[src/source/dhs_pkg.sv]
package dhs_pkg;

  //////////////////////////////////////////////////////////////////////
  // Bus widths
  //////////////////////////////////////////////////////////////////////

  localparam int ADDR_W = 32;
  localparam int DATA_W = 32;
  localparam int STRB_W = DATA_W / 8;
  localparam int RESP_W = 2;

  // AXI response codes
  localparam logic [RESP_W-1:0] RESP_OKAY   = 2'b00;
  localparam logic [RESP_W-1:0] RESP_SLVERR = 2'b10;
  localparam logic [RESP_W-1:0] RESP_DECERR = 2'b11;

  //////////////////////////////////////////////////////////////////////
  // Peripheral address map
  //////////////////////////////////////////////////////////////////////

  localparam logic [ADDR_W-1:0] ROM_BASE  = 32'h0000_0000;
  localparam int                ROM_WORDS = 64;

  localparam logic [ADDR_W-1:0] SCR_BASE  = 32'h0000_1000;
  localparam int                SCR_WORDS = 16;

  // Boot ROM fill, word index goes into the low byte
  localparam logic [DATA_W-1:0] ROM_PATTERN = 32'hB007_0000;

endpackage

[src/source/apb_axil_bridge.sv]
module apb_axil_bridge (
  input  logic                       clk_i,
  input  logic                       arst_n_i,

  // APB subordinate side
  input  logic                       psel_i,
  input  logic                       penable_i,
  input  logic                       pwrite_i,
  input  logic [dhs_pkg::ADDR_W-1:0] paddr_i,
  input  logic [dhs_pkg::DATA_W-1:0] pwdata_i,
  input  logic [dhs_pkg::STRB_W-1:0] pstrb_i,
  output logic                       pready_o,
  output logic [dhs_pkg::DATA_W-1:0] prdata_o,
  output logic                       pslverr_o,

  // AXI-Lite manager side
  output logic [dhs_pkg::ADDR_W-1:0] m_aw_addr_o,
  output logic                       m_aw_valid_o,
  input  logic                       m_aw_ready_i,
  output logic [dhs_pkg::DATA_W-1:0] m_w_data_o,
  output logic [dhs_pkg::STRB_W-1:0] m_w_strb_o,
  output logic                       m_w_valid_o,
  input  logic                       m_w_ready_i,
  input  logic [dhs_pkg::RESP_W-1:0] m_b_resp_i,
  input  logic                       m_b_valid_i,
  output logic                       m_b_ready_o,
  output logic [dhs_pkg::ADDR_W-1:0] m_ar_addr_o,
  output logic                       m_ar_valid_o,
  input  logic                       m_ar_ready_i,
  input  logic [dhs_pkg::DATA_W-1:0] m_r_data_i,
  input  logic [dhs_pkg::RESP_W-1:0] m_r_resp_i,
  input  logic                       m_r_valid_i,
  output logic                       m_r_ready_o
);

  import dhs_pkg::*;

  typedef enum logic [1:0] {
    ST_IDLE,
    ST_WR_WAIT,
    ST_RD_WAIT,
    ST_DONE
  } state_e;

  state_e            state_q;
  logic              aw_valid_q;
  logic              w_valid_q;
  logic              ar_valid_q;
  logic [ADDR_W-1:0] addr_q;
  logic [DATA_W-1:0] wdata_q;
  logic [STRB_W-1:0] strb_q;
  logic [DATA_W-1:0] rdata_q;
  logic [RESP_W-1:0] resp_q;
  logic              start;

  // Access phase seen while idle
  assign start = (state_q == ST_IDLE) & psel_i & penable_i;

  //////////////////////////////////////////////////////////////////////
  // Control FSM
  //////////////////////////////////////////////////////////////////////

  always_ff @(posedge clk_i or negedge arst_n_i) begin
    if (!arst_n_i) begin
      state_q    <= ST_IDLE;
      aw_valid_q <= 1'b0;
      w_valid_q  <= 1'b0;
      ar_valid_q <= 1'b0;
    end else begin
      case (state_q)
        ST_IDLE: begin
          if (start && pwrite_i) begin
            aw_valid_q <= 1'b1;
            w_valid_q  <= 1'b1;
            state_q    <= ST_WR_WAIT;
          end else if (start) begin
            ar_valid_q <= 1'b1;
            state_q    <= ST_RD_WAIT;
          end
        end
        ST_WR_WAIT: begin
          // AW and W may leave on different edges
          if (m_aw_ready_i) aw_valid_q <= 1'b0;
          if (m_w_ready_i) w_valid_q <= 1'b0;
          if (m_b_valid_i) state_q <= ST_DONE;
        end
        ST_RD_WAIT: begin
          if (m_ar_ready_i) ar_valid_q <= 1'b0;
          if (m_r_valid_i) state_q <= ST_DONE;
        end
        default: begin
          // Single pready cycle, then back to idle
          state_q <= ST_IDLE;
        end
      endcase
    end
  end

  // Request payload and returned result
  always_ff @(posedge clk_i) begin
    if (start) begin
      addr_q  <= paddr_i;
      wdata_q <= pwdata_i;
      strb_q  <= pstrb_i;
    end
    if (m_b_valid_i && m_b_ready_o) begin
      resp_q <= m_b_resp_i;
    end
    if (m_r_valid_i && m_r_ready_o) begin
      rdata_q <= m_r_data_i;
      resp_q  <= m_r_resp_i;
    end
  end

  //////////////////////////////////////////////////////////////////////
  // Outputs
  //////////////////////////////////////////////////////////////////////

  assign m_aw_addr_o  = addr_q;
  assign m_aw_valid_o = aw_valid_q;
  assign m_w_data_o   = wdata_q;
  assign m_w_strb_o   = strb_q;
  assign m_w_valid_o  = w_valid_q;
  assign m_b_ready_o  = (state_q == ST_WR_WAIT);
  assign m_ar_addr_o  = addr_q;
  assign m_ar_valid_o = ar_valid_q;
  assign m_r_ready_o  = (state_q == ST_RD_WAIT);

  assign pready_o  = (state_q == ST_DONE);
  assign prdata_o  = rdata_q;
  assign pslverr_o = pready_o & (resp_q != RESP_OKAY);

endmodule

[src/source/boot_rom.sv]
module boot_rom (
  input  logic                       clk_i,
  input  logic                       arst_n_i,
  input  logic                       aw_valid_i,
  output logic                       aw_ready_o,
  input  logic                       w_valid_i,
  output logic                       w_ready_o,
  output logic [dhs_pkg::RESP_W-1:0] b_resp_o,
  output logic                       b_valid_o,
  input  logic                       b_ready_i,
  input  logic [dhs_pkg::ADDR_W-1:0] ar_addr_i,
  input  logic                       ar_valid_i,
  output logic                       ar_ready_o,
  output logic [dhs_pkg::DATA_W-1:0] r_data_o,
  output logic [dhs_pkg::RESP_W-1:0] r_resp_o,
  output logic                       r_valid_o,
  input  logic                       r_ready_i
);

  import dhs_pkg::*;

  logic                         wr_accept;
  logic                         rd_accept;
  logic                         b_valid_q;
  logic                         r_valid_q;
  logic [ADDR_W-1:0]            rd_off;
  logic [$clog2(ROM_WORDS)-1:0] rd_idx;
  logic [DATA_W-1:0]            r_data_q;

  // No new request while the previous response waits
  assign wr_accept = aw_valid_i & w_valid_i & ~b_valid_q;
  assign rd_accept = ar_valid_i & ~r_valid_q;

  assign rd_off = ar_addr_i - ROM_BASE;
  assign rd_idx = rd_off[2 +: $clog2(ROM_WORDS)];

  always_ff @(posedge clk_i or negedge arst_n_i) begin
    if (!arst_n_i) begin
      b_valid_q <= 1'b0;
      r_valid_q <= 1'b0;
    end else begin
      if (wr_accept) b_valid_q <= 1'b1;
      else if (b_ready_i) b_valid_q <= 1'b0;
      if (rd_accept) r_valid_q <= 1'b1;
      else if (r_ready_i) r_valid_q <= 1'b0;
    end
  end

  // Pattern word with the index in the low byte
  always_ff @(posedge clk_i) begin
    if (rd_accept) r_data_q <= {ROM_PATTERN[DATA_W-1:8], 8'(rd_idx)};
  end

  assign aw_ready_o = wr_accept;
  assign w_ready_o  = wr_accept;
  assign b_resp_o   = RESP_SLVERR;
  assign b_valid_o  = b_valid_q;
  assign ar_ready_o = ~r_valid_q;
  assign r_data_o   = r_data_q;
  assign r_resp_o   = RESP_OKAY;
  assign r_valid_o  = r_valid_q;

endmodule

[src/source/dhs_periph_top.sv]
module dhs_periph_top (
  input  logic                       clk_i,
  input  logic                       arst_n_i,
  input  logic                       psel_i,
  input  logic                       penable_i,
  input  logic                       pwrite_i,
  input  logic [dhs_pkg::ADDR_W-1:0] paddr_i,
  input  logic [dhs_pkg::DATA_W-1:0] pwdata_i,
  input  logic [dhs_pkg::STRB_W-1:0] pstrb_i,
  output logic                       pready_o,
  output logic                       pslverr_o,
  output logic [dhs_pkg::DATA_W-1:0] prdata_o
);

  import dhs_pkg::*;

  // Bridge to link
  logic [ADDR_W-1:0] br_aw_addr, br_ar_addr;
  logic [DATA_W-1:0] br_w_data, br_r_data;
  logic [STRB_W-1:0] br_w_strb;
  logic [RESP_W-1:0] br_b_resp, br_r_resp;
  logic              br_aw_valid, br_aw_ready, br_w_valid, br_w_ready;
  logic              br_b_valid, br_b_ready, br_ar_valid, br_ar_ready;
  logic              br_r_valid, br_r_ready;

  // Link to boot ROM
  logic [ADDR_W-1:0] rom_ar_addr;
  logic [DATA_W-1:0] rom_r_data;
  logic [RESP_W-1:0] rom_b_resp, rom_r_resp;
  logic              rom_aw_valid, rom_aw_ready, rom_w_valid, rom_w_ready;
  logic              rom_b_valid, rom_b_ready, rom_ar_valid, rom_ar_ready;
  logic              rom_r_valid, rom_r_ready;

  // Link to scratch bank
  logic [ADDR_W-1:0] scr_aw_addr, scr_ar_addr;
  logic [DATA_W-1:0] scr_w_data, scr_r_data;
  logic [STRB_W-1:0] scr_w_strb;
  logic [RESP_W-1:0] scr_b_resp, scr_r_resp;
  logic              scr_aw_valid, scr_aw_ready, scr_w_valid, scr_w_ready;
  logic              scr_b_valid, scr_b_ready, scr_ar_valid, scr_ar_ready;
  logic              scr_r_valid, scr_r_ready;

  //////////////////////////////////////////////////////////////////////
  // APB entry
  //////////////////////////////////////////////////////////////////////

  apb_axil_bridge apb_bridge_i (
    .clk_i       (clk_i),
    .arst_n_i    (arst_n_i),
    .psel_i      (psel_i),
    .penable_i   (penable_i),
    .pwrite_i    (pwrite_i),
    .paddr_i     (paddr_i),
    .pwdata_i    (pwdata_i),
    .pstrb_i     (pstrb_i),
    .pready_o    (pready_o),
    .prdata_o    (prdata_o),
    .pslverr_o   (pslverr_o),
    .m_aw_addr_o (br_aw_addr),
    .m_aw_valid_o(br_aw_valid),
    .m_aw_ready_i(br_aw_ready),
    .m_w_data_o  (br_w_data),
    .m_w_strb_o  (br_w_strb),
    .m_w_valid_o (br_w_valid),
    .m_w_ready_i (br_w_ready),
    .m_b_resp_i  (br_b_resp),
    .m_b_valid_i (br_b_valid),
    .m_b_ready_o (br_b_ready),
    .m_ar_addr_o (br_ar_addr),
    .m_ar_valid_o(br_ar_valid),
    .m_ar_ready_i(br_ar_ready),
    .m_r_data_i  (br_r_data),
    .m_r_resp_i  (br_r_resp),
    .m_r_valid_i (br_r_valid),
    .m_r_ready_o (br_r_ready)
  );

  //////////////////////////////////////////////////////////////////////
  // Peripheral link
  //////////////////////////////////////////////////////////////////////

  periph_link periph_link_i (
    .clk_i         (clk_i),
    .arst_n_i      (arst_n_i),
    .s_aw_addr_i   (br_aw_addr),
    .s_aw_valid_i  (br_aw_valid),
    .s_aw_ready_o  (br_aw_ready),
    .s_w_data_i    (br_w_data),
    .s_w_strb_i    (br_w_strb),
    .s_w_valid_i   (br_w_valid),
    .s_w_ready_o   (br_w_ready),
    .s_b_resp_o    (br_b_resp),
    .s_b_valid_o   (br_b_valid),
    .s_b_ready_i   (br_b_ready),
    .s_ar_addr_i   (br_ar_addr),
    .s_ar_valid_i  (br_ar_valid),
    .s_ar_ready_o  (br_ar_ready),
    .s_r_data_o    (br_r_data),
    .s_r_resp_o    (br_r_resp),
    .s_r_valid_o   (br_r_valid),
    .s_r_ready_i   (br_r_ready),
    .rom_aw_valid_o(rom_aw_valid),
    .rom_aw_ready_i(rom_aw_ready),
    .rom_w_valid_o (rom_w_valid),
    .rom_w_ready_i (rom_w_ready),
    .rom_b_resp_i  (rom_b_resp),
    .rom_b_valid_i (rom_b_valid),
    .rom_b_ready_o (rom_b_ready),
    .rom_ar_addr_o (rom_ar_addr),
    .rom_ar_valid_o(rom_ar_valid),
    .rom_ar_ready_i(rom_ar_ready),
    .rom_r_data_i  (rom_r_data),
    .rom_r_resp_i  (rom_r_resp),
    .rom_r_valid_i (rom_r_valid),
    .rom_r_ready_o (rom_r_ready),
    .scr_aw_addr_o (scr_aw_addr),
    .scr_aw_valid_o(scr_aw_valid),
    .scr_aw_ready_i(scr_aw_ready),
    .scr_w_data_o  (scr_w_data),
    .scr_w_strb_o  (scr_w_strb),
    .scr_w_valid_o (scr_w_valid),
    .scr_w_ready_i (scr_w_ready),
    .scr_b_resp_i  (scr_b_resp),
    .scr_b_valid_i (scr_b_valid),
    .scr_b_ready_o (scr_b_ready),
    .scr_ar_addr_o (scr_ar_addr),
    .scr_ar_valid_o(scr_ar_valid),
    .scr_ar_ready_i(scr_ar_ready),
    .scr_r_data_i  (scr_r_data),
    .scr_r_resp_i  (scr_r_resp),
    .scr_r_valid_i (scr_r_valid),
    .scr_r_ready_o (scr_r_ready)
  );

  //////////////////////////////////////////////////////////////////////
  // Subordinates
  //////////////////////////////////////////////////////////////////////

  boot_rom boot_rom_i (
    .clk_i     (clk_i),
    .arst_n_i  (arst_n_i),
    .aw_valid_i(rom_aw_valid),
    .aw_ready_o(rom_aw_ready),
    .w_valid_i (rom_w_valid),
    .w_ready_o (rom_w_ready),
    .b_resp_o  (rom_b_resp),
    .b_valid_o (rom_b_valid),
    .b_ready_i (rom_b_ready),
    .ar_addr_i (rom_ar_addr),
    .ar_valid_i(rom_ar_valid),
    .ar_ready_o(rom_ar_ready),
    .r_data_o  (rom_r_data),
    .r_resp_o  (rom_r_resp),
    .r_valid_o (rom_r_valid),
    .r_ready_i (rom_r_ready)
  );

  scratch_regs scratch_regs_i (
    .clk_i     (clk_i),
    .arst_n_i  (arst_n_i),
    .aw_addr_i (scr_aw_addr),
    .aw_valid_i(scr_aw_valid),
    .aw_ready_o(scr_aw_ready),
    .w_data_i  (scr_w_data),
    .w_strb_i  (scr_w_strb),
    .w_valid_i (scr_w_valid),
    .w_ready_o (scr_w_ready),
    .b_resp_o  (scr_b_resp),
    .b_valid_o (scr_b_valid),
    .b_ready_i (scr_b_ready),
    .ar_addr_i (scr_ar_addr),
    .ar_valid_i(scr_ar_valid),
    .ar_ready_o(scr_ar_ready),
    .r_data_o  (scr_r_data),
    .r_resp_o  (scr_r_resp),
    .r_valid_o (scr_r_valid),
    .r_ready_i (scr_r_ready)
  );

endmodule

[src/source/periph_link.sv]
module periph_link (
  input  logic                       clk_i,
  input  logic                       arst_n_i,

  // From the bridge
  input  logic [dhs_pkg::ADDR_W-1:0] s_aw_addr_i,
  input  logic                       s_aw_valid_i,
  output logic                       s_aw_ready_o,
  input  logic [dhs_pkg::DATA_W-1:0] s_w_data_i,
  input  logic [dhs_pkg::STRB_W-1:0] s_w_strb_i,
  input  logic                       s_w_valid_i,
  output logic                       s_w_ready_o,
  output logic [dhs_pkg::RESP_W-1:0] s_b_resp_o,
  output logic                       s_b_valid_o,
  input  logic                       s_b_ready_i,
  input  logic [dhs_pkg::ADDR_W-1:0] s_ar_addr_i,
  input  logic                       s_ar_valid_i,
  output logic                       s_ar_ready_o,
  output logic [dhs_pkg::DATA_W-1:0] s_r_data_o,
  output logic [dhs_pkg::RESP_W-1:0] s_r_resp_o,
  output logic                       s_r_valid_o,
  input  logic                       s_r_ready_i,

  // Boot ROM, writes carry no payload
  output logic                       rom_aw_valid_o,
  input  logic                       rom_aw_ready_i,
  output logic                       rom_w_valid_o,
  input  logic                       rom_w_ready_i,
  input  logic [dhs_pkg::RESP_W-1:0] rom_b_resp_i,
  input  logic                       rom_b_valid_i,
  output logic                       rom_b_ready_o,
  output logic [dhs_pkg::ADDR_W-1:0] rom_ar_addr_o,
  output logic                       rom_ar_valid_o,
  input  logic                       rom_ar_ready_i,
  input  logic [dhs_pkg::DATA_W-1:0] rom_r_data_i,
  input  logic [dhs_pkg::RESP_W-1:0] rom_r_resp_i,
  input  logic                       rom_r_valid_i,
  output logic                       rom_r_ready_o,

  // Scratch bank
  output logic [dhs_pkg::ADDR_W-1:0] scr_aw_addr_o,
  output logic                       scr_aw_valid_o,
  input  logic                       scr_aw_ready_i,
  output logic [dhs_pkg::DATA_W-1:0] scr_w_data_o,
  output logic [dhs_pkg::STRB_W-1:0] scr_w_strb_o,
  output logic                       scr_w_valid_o,
  input  logic                       scr_w_ready_i,
  input  logic [dhs_pkg::RESP_W-1:0] scr_b_resp_i,
  input  logic                       scr_b_valid_i,
  output logic                       scr_b_ready_o,
  output logic [dhs_pkg::ADDR_W-1:0] scr_ar_addr_o,
  output logic                       scr_ar_valid_o,
  input  logic                       scr_ar_ready_i,
  input  logic [dhs_pkg::DATA_W-1:0] scr_r_data_i,
  input  logic [dhs_pkg::RESP_W-1:0] scr_r_resp_i,
  input  logic                       scr_r_valid_i,
  output logic                       scr_r_ready_o
);

  import dhs_pkg::*;

  typedef enum logic [1:0] {
    TGT_ERR,
    TGT_ROM,
    TGT_SCR
  } tgt_e;

  tgt_e aw_tgt;
  tgt_e ar_tgt;
  tgt_e wr_tgt_q;
  tgt_e rd_tgt_q;
  logic wr_busy_q;
  logic rd_busy_q;

  function automatic tgt_e decode(input logic [ADDR_W-1:0] addr);
    if (addr >= ROM_BASE && addr < ROM_BASE + ADDR_W'(ROM_WORDS * 4)) begin
      return TGT_ROM;
    end
    if (addr >= SCR_BASE && addr < SCR_BASE + ADDR_W'(SCR_WORDS * 4)) begin
      return TGT_SCR;
    end
    return TGT_ERR;
  endfunction

  assign aw_tgt = decode(s_aw_addr_i);
  assign ar_tgt = decode(s_ar_addr_i);

  //////////////////////////////////////////////////////////////////////
  // Request steering
  //////////////////////////////////////////////////////////////////////

  // W follows the AW decode, the bridge presents both together
  assign rom_aw_valid_o = s_aw_valid_i & ~wr_busy_q & (aw_tgt == TGT_ROM);
  assign rom_w_valid_o  = s_w_valid_i & ~wr_busy_q & (aw_tgt == TGT_ROM);
  assign scr_aw_valid_o = s_aw_valid_i & ~wr_busy_q & (aw_tgt == TGT_SCR);
  assign scr_w_valid_o  = s_w_valid_i & ~wr_busy_q & (aw_tgt == TGT_SCR);
  assign scr_aw_addr_o  = s_aw_addr_i;
  assign scr_w_data_o   = s_w_data_i;
  assign scr_w_strb_o   = s_w_strb_i;

  assign rom_ar_valid_o = s_ar_valid_i & ~rd_busy_q & (ar_tgt == TGT_ROM);
  assign scr_ar_valid_o = s_ar_valid_i & ~rd_busy_q & (ar_tgt == TGT_SCR);
  assign rom_ar_addr_o  = s_ar_addr_i;
  assign scr_ar_addr_o  = s_ar_addr_i;

  always_comb begin
    case (aw_tgt)
      TGT_ROM: begin
        s_aw_ready_o = rom_aw_ready_i & ~wr_busy_q;
        s_w_ready_o  = rom_w_ready_i & ~wr_busy_q;
      end
      TGT_SCR: begin
        s_aw_ready_o = scr_aw_ready_i & ~wr_busy_q;
        s_w_ready_o  = scr_w_ready_i & ~wr_busy_q;
      end
      default: begin
        // Error responder takes AW and W in one go
        s_aw_ready_o = s_aw_valid_i & s_w_valid_i & ~wr_busy_q;
        s_w_ready_o  = s_aw_valid_i & s_w_valid_i & ~wr_busy_q;
      end
    endcase
    case (ar_tgt)
      TGT_ROM: s_ar_ready_o = rom_ar_ready_i & ~rd_busy_q;
      TGT_SCR: s_ar_ready_o = scr_ar_ready_i & ~rd_busy_q;
      default: s_ar_ready_o = ~rd_busy_q;
    endcase
  end

  //////////////////////////////////////////////////////////////////////
  // Outstanding transaction tracking
  //////////////////////////////////////////////////////////////////////

  always_ff @(posedge clk_i or negedge arst_n_i) begin
    if (!arst_n_i) begin
      wr_busy_q <= 1'b0;
      rd_busy_q <= 1'b0;
      wr_tgt_q  <= TGT_ERR;
      rd_tgt_q  <= TGT_ERR;
    end else begin
      if (s_aw_valid_i && s_aw_ready_o) begin
        wr_busy_q <= 1'b1;
        wr_tgt_q  <= aw_tgt;
      end else if (s_b_valid_o && s_b_ready_i) begin
        wr_busy_q <= 1'b0;
      end
      if (s_ar_valid_i && s_ar_ready_o) begin
        rd_busy_q <= 1'b1;
        rd_tgt_q  <= ar_tgt;
      end else if (s_r_valid_o && s_r_ready_i) begin
        rd_busy_q <= 1'b0;
      end
    end
  end

  // Response return, unmapped accesses answer DECERR the cycle after accept
  always_comb begin
    s_b_valid_o   = 1'b0;
    s_b_resp_o    = RESP_DECERR;
    rom_b_ready_o = 1'b0;
    scr_b_ready_o = 1'b0;
    if (wr_busy_q) begin
      case (wr_tgt_q)
        TGT_ROM: begin
          s_b_valid_o   = rom_b_valid_i;
          s_b_resp_o    = rom_b_resp_i;
          rom_b_ready_o = s_b_ready_i;
        end
        TGT_SCR: begin
          s_b_valid_o   = scr_b_valid_i;
          s_b_resp_o    = scr_b_resp_i;
          scr_b_ready_o = s_b_ready_i;
        end
        default: s_b_valid_o = 1'b1;
      endcase
    end
  end

  always_comb begin
    s_r_valid_o   = 1'b0;
    s_r_data_o    = '0;
    s_r_resp_o    = RESP_DECERR;
    rom_r_ready_o = 1'b0;
    scr_r_ready_o = 1'b0;
    if (rd_busy_q) begin
      case (rd_tgt_q)
        TGT_ROM: begin
          s_r_valid_o   = rom_r_valid_i;
          s_r_data_o    = rom_r_data_i;
          s_r_resp_o    = rom_r_resp_i;
          rom_r_ready_o = s_r_ready_i;
        end
        TGT_SCR: begin
          s_r_valid_o   = scr_r_valid_i;
          s_r_data_o    = scr_r_data_i;
          s_r_resp_o    = scr_r_resp_i;
          scr_r_ready_o = s_r_ready_i;
        end
        default: s_r_valid_o = 1'b1;
      endcase
    end
  end

endmodule

[src/source/scratch_regs.sv]
module scratch_regs (
  input  logic                       clk_i,
  input  logic                       arst_n_i,
  input  logic [dhs_pkg::ADDR_W-1:0] aw_addr_i,
  input  logic                       aw_valid_i,
  output logic                       aw_ready_o,
  input  logic [dhs_pkg::DATA_W-1:0] w_data_i,
  input  logic [dhs_pkg::STRB_W-1:0] w_strb_i,
  input  logic                       w_valid_i,
  output logic                       w_ready_o,
  output logic [dhs_pkg::RESP_W-1:0] b_resp_o,
  output logic                       b_valid_o,
  input  logic                       b_ready_i,
  input  logic [dhs_pkg::ADDR_W-1:0] ar_addr_i,
  input  logic                       ar_valid_i,
  output logic                       ar_ready_o,
  output logic [dhs_pkg::DATA_W-1:0] r_data_o,
  output logic [dhs_pkg::RESP_W-1:0] r_resp_o,
  output logic                       r_valid_o,
  input  logic                       r_ready_i
);

  import dhs_pkg::*;

  logic [DATA_W-1:0]            mem_q [SCR_WORDS];
  logic                         wr_accept;
  logic                         rd_accept;
  logic                         b_valid_q;
  logic                         r_valid_q;
  logic [ADDR_W-1:0]            wr_off;
  logic [ADDR_W-1:0]            rd_off;
  logic [$clog2(SCR_WORDS)-1:0] wr_idx;
  logic [$clog2(SCR_WORDS)-1:0] rd_idx;
  logic [DATA_W-1:0]            r_data_q;

  assign wr_accept = aw_valid_i & w_valid_i & ~b_valid_q;
  assign rd_accept = ar_valid_i & ~r_valid_q;

  // Word index inside the bank
  assign wr_off = aw_addr_i - SCR_BASE;
  assign rd_off = ar_addr_i - SCR_BASE;
  assign wr_idx = wr_off[2 +: $clog2(SCR_WORDS)];
  assign rd_idx = rd_off[2 +: $clog2(SCR_WORDS)];

  // Register bank, only strobed bytes change
  always_ff @(posedge clk_i or negedge arst_n_i) begin
    if (!arst_n_i) begin
      mem_q <= '{default: '0};
    end else if (wr_accept) begin
      for (int b = 0; b < STRB_W; b++) begin
        if (w_strb_i[b]) mem_q[wr_idx][8*b +: 8] <= w_data_i[8*b +: 8];
      end
    end
  end

  always_ff @(posedge clk_i or negedge arst_n_i) begin
    if (!arst_n_i) begin
      b_valid_q <= 1'b0;
      r_valid_q <= 1'b0;
    end else begin
      if (wr_accept) b_valid_q <= 1'b1;
      else if (b_ready_i) b_valid_q <= 1'b0;
      if (rd_accept) r_valid_q <= 1'b1;
      else if (r_ready_i) r_valid_q <= 1'b0;
    end
  end

  always_ff @(posedge clk_i) begin
    if (rd_accept) r_data_q <= mem_q[rd_idx];
  end

  assign aw_ready_o = wr_accept;
  assign w_ready_o  = wr_accept;
  assign b_resp_o   = RESP_OKAY;
  assign b_valid_o  = b_valid_q;
  assign ar_ready_o = ~r_valid_q;
  assign r_data_o   = r_data_q;
  assign r_resp_o   = RESP_OKAY;
  assign r_valid_o  = r_valid_q;

endmodule

[config.mk]
export PLATFORM = sky130hd
export DESIGN_NAME = dhs_periph_top
export DESIGN_NICKNAME = d
export VERILOG_FILES = /design/src/source/dhs_pkg.sv /design/src/source/apb_axil_bridge.sv /design/src/source/boot_rom.sv /design/src/source/dhs_periph_top.sv /design/src/source/periph_link.sv /design/src/source/scratch_regs.sv
export SDC_FILE = /design/constraint.sdc
export NUM_CORES = 1
export LEC_CHECK = 0
export BUFFER_PORTS_ARGS = -buffer_cell sky130_fd_sc_hd__buf_2
export CAP_MARGIN = 20
export CORE_MARGIN = 5
export CORE_UTILIZATION = 30
export CTS_BUF_LIST = sky130_fd_sc_hd__clkbuf_4
export CTS_CLUSTER_SIZE = 25
export DETAILED_ROUTE_END_ITERATION = 8
export GPL_TIMING_DRIVEN = 0
export PLACE_DENSITY = 0.51
export SLEW_MARGIN = 30
export SYNTH_ARGS = -nofsm -noshare
export SYNTH_HDL_FRONTEND = slang
export SYNTH_SLANG_ARGS = --single-unit
export TNS_END_PERCENT = 100
[constraint.sdc]
create_clock -name clk_i -period 11.15 [get_ports clk_i]
set_clock_uncertainty 0.15 [all_clocks]
set_input_delay 0.5575 -clock clk_i [delete_from_list [all_inputs] [get_ports clk_i]]
set_output_delay 0.5575 -clock clk_i [all_outputs]
set_load 0.01 [all_outputs]
==> impl_results.md <==
* Routed vias/inst at 4.860
* CP peak stage delay at 0.78 ns
* Die X at 321.2 um
* Async SR Flop Fraction at 0.7922
* Area delta synth->final at 22.85%
* Number of global-route vias before repair at 18950
* Top cells by area, synth: dfrtp_1, mux2_2, edfxtp_1
* Post-DRT Antenna Nets at 0
* Crit path time final at 3.696 ns
* Io pins at 107
* Final WL at 82830 um
* Port Buffers at 104
* Global placer's final weighted congestion at 0.7982
* Drt wl/cell at 23.31 um
* # setup viols final at 0
* Seq/Total Area, Yosys at 0.5956
* Max-slew headroom at 0.3441
* Crit Path Max Fanout at 10
* Grt total ovfl at 0
* Maxcap violations at 0
* XOR/XNOR share of the synthesized area at 0
* CTS clk-pin slew, worst paths at 0.06 ns
* Leak at 16.65 nW
* Post-place setup slack at 7.548 ns
* Worst EP required at 11.75 ns
* RSZ-0062 raised after global routing: no
* Root buffer cell: clkbuf_4
* Layout cells sized above 1 at 0.5066
* Site row count at 114
* Hold_buf cts at 139
* DR DRC count at 0
* Syn Inst Count at 1668
* Delay-heaviest family, CP: buffers and inverters
* CTS HTree Levels at 4
* Crit path cell chain: clkbuf_1, clkbuf_1, buf_2, mux4_2, mux4_2
* Area of the mapped netlist at 29060 um^2
* CTS Buf Count at 187
* Proportion of synthesized area in mux cells at 0.3263
* Final Cycle Share at 0.3315
* Fin Hold WS at 0.1736 ns
* Vias at 17270
* Die area at 103200 um^2
* Slowest CP cell: clkbuf_1
* Worst Path Arrival at 4.30 ns
* CP Class: flop to flop
* Post-synth top area cell: dfrtp_1
* 1st-iter DRT viols at 1018
* Synth top area share at 0.4530
* Post-synthesis cell type count at 46
* CTS tree: built
* Synthesis-stage register bit count at 664
* EDFF count, synth at 138
* Max Slew Vio Count at 0
* Synth Flop Type: dfrtp_1
* Final worst-path setup slack at 7.454 ns
* Status: finished, final reports clean
* Hpwl dp at 53300 um
* Die height at 321.2 um
* Simple-gate portion of the synthesized area at 0.04753
* Nets at 2197
* Worst Max-Slew Pin Slew at 0.9839 ns
* Syn. warnings at 0
* Longest Clk Path Bufs at 3
* Largest family of logic cells by synthesized area: multiplexers
* Power Density at 138.3 nW/um^2
* Core area at 96420 um^2
* Worst vdd ir at 0.07267 mV
* Compound-cell area share of the yosys netlist at 0.009989
* Crit. End Element: flop
* Resize count post-CTS at 0
* Gr usage total at 0.1620
* Initial Util at 0.3014
* Initial antenna violation count at 2
* Post-synthesis adder-cell area fraction at 0.003445
* Syn_area_per_cell at 17.42 um^2
* Worst hold path type: input port to flop
* Worst setup SP type: flop
* Post-Syn Nets at 1749
* Skew-Pair Late Insertion Delay at 1.07 ns
* Setup Buffers After CTS at 0
* Crit path buf inv count at 3
* Largest net degree at the start of global routing at 89
* Fin. Hold Viols at 0
* Global-route wire length before repair at 123500 um
* Initial DRT Pass Iterations at 5
* Clock Sinks at 664
* FMAX at 270.5 MHz
metal layers:
layer	global-route usage	vias up	wire length, um	part of all wire
met1	0.2140	9174	35980	0.43
met4	0.05269	2	1751	0.021
met2	0.2597	512	39580	0.48
li1	-	7454	-	-
met5	0	-	120	0.0014
met3	0.04574	127	5402	0.065
cell families (layout without fill, tap and decap cells):
family | count (synthesis) | in the layout
buffers and inverters | 121 | 719
DFF | 664 | 664
AOI/OAI and AO/OA | 38 | 38
adders and majority gates | 8 | 8
other | 0 | 11
and+or+nand+nor | 163 | 163
muxes | 674 | 674
where the power goes:
part	switching (W)	internal [W]	total (W)
Combinational	0.0000491	0.0000469	0.0000961
Clock	0.00105	0.00131	0.00237
Sequential	0	0.00247	0.00247
Total	0.00110	0.00383	0.00494
area by class of cell:
type / count / area [um^2]
Buffer: 109 / 489.2
Tap cell: 1276 / 1597
Clock buffer: 302 / 2267
Inverter: 12 / 52.55
Timing Repair Buffer: 259 / 2263
Antenna cell: 11 / 27.53
Clock inverter: 37 / 279.0
Multi-Input combinational cell: 883 / 11420
Sequential cell: 664 / 17310
Fill cell: 9152 / 60720
synthesized netlist by cell type (15+ instances only):
| cell type | instances |
|---|---|
| and2_1 | 23 |
| buf_1 | 17 |
| clkbuf_1 | 75 |
| dfrtp_1 | 526 |
| edfxtp_1 | 138 |
| mux2_1 | 72 |
| mux2_2 | 418 |
| mux2_4 | 24 |
| mux4_2 | 160 |
| nand3_1 | 15 |
| nor3_2 | 24 |
| nor3_4 | 24 |
| or3_1 | 22 |
flip-flops by register name, summed over array words and instances, names as in the netlist, 2 cells and up:
signal,flops
apb_bridge_i.m_w_data_o,32
apb_bridge_i.state_q,2
apb_bridge_i.m_w_strb_o,4
scratch_regs_i.mem_q,512
apb_bridge_i.prdata_o,32
periph_link_i.rd_tgt_q,2
scratch_regs_i.r_data_o,32
boot_rom_i.r_data_o,6
periph_link_i.wr_tgt_q,2
apb_bridge_i.m_ar_addr_o,30
apb_bridge_i.resp_q,2
layout by cell type, fill, tap and decap left out, types with 15 or more instances in the layout:
| cell | instances |
|---|---|
| and2_1 | 23 |
| buf_2 | 131 |
| clkbuf_1 | 63 |
| clkbuf_4 | 302 |
| clkinv_1 | 21 |
| dfrtp_1 | 526 |
| dlygate4sd3_1 | 138 |
| edfxtp_1 | 138 |
| mux2_1 | 72 |
| mux2_2 | 418 |
| mux2_4 | 24 |
| mux4_2 | 160 |
| nand3_1 | 15 |
| nor3_4 | 48 |
| or3_1 | 22 |
metrics by stage:
stage          total power, W  instance area (um^2)  utilization  TNS (ns)  std cells
2_1_floorplan        0.002521                 29060            -         0       1668
3_3_place_gp         0.002572                 31180       0.3233   -571.21       3048
3_5_place_dp         0.002581                 31720       0.3289         0       3064
4_1_cts              0.005039                 35670       0.3700         0       3542
5_1_grt              0.005179                 35700       0.3702         0       3552
6_report             0.004937                 35700       0.3703         0       3553
path summary, 6_finish.rpt:
path	slack, ns	endpoint	cells after the start	from
worst min-delay path	0.17	apb_bridge_i.m_w_data_o[8]$_DFFE_PP_	2	pwdata_i[8]
worst max register to register	7.45	scratch_regs_i.r_data_o[2]$_DFFE_PP_	5	apb_bridge_i.m_ar_addr_o[3]$_DFFE_PP_
worst min register to register	0.33	scratch_regs_i.mem_q[195]$_DFFE_PN0P_	1	scratch_regs_i.mem_q[195]$_DFFE_PN0P_
max in group asynchronous	8.68	scratch_regs_i.mem_q[50]$_DFFE_PN0P_	7	arst_n_i
min in group asynchronous	0.48	scratch_regs_i.mem_q[453]$_DFFE_PN0P_	4	arst_n_i
worst max-delay path	7.45	scratch_regs_i.r_data_o[2]$_DFFE_PP_	5	apb_bridge_i.m_ar_addr_o[3]$_DFFE_PP_
(Power assumes the default switching activity.)
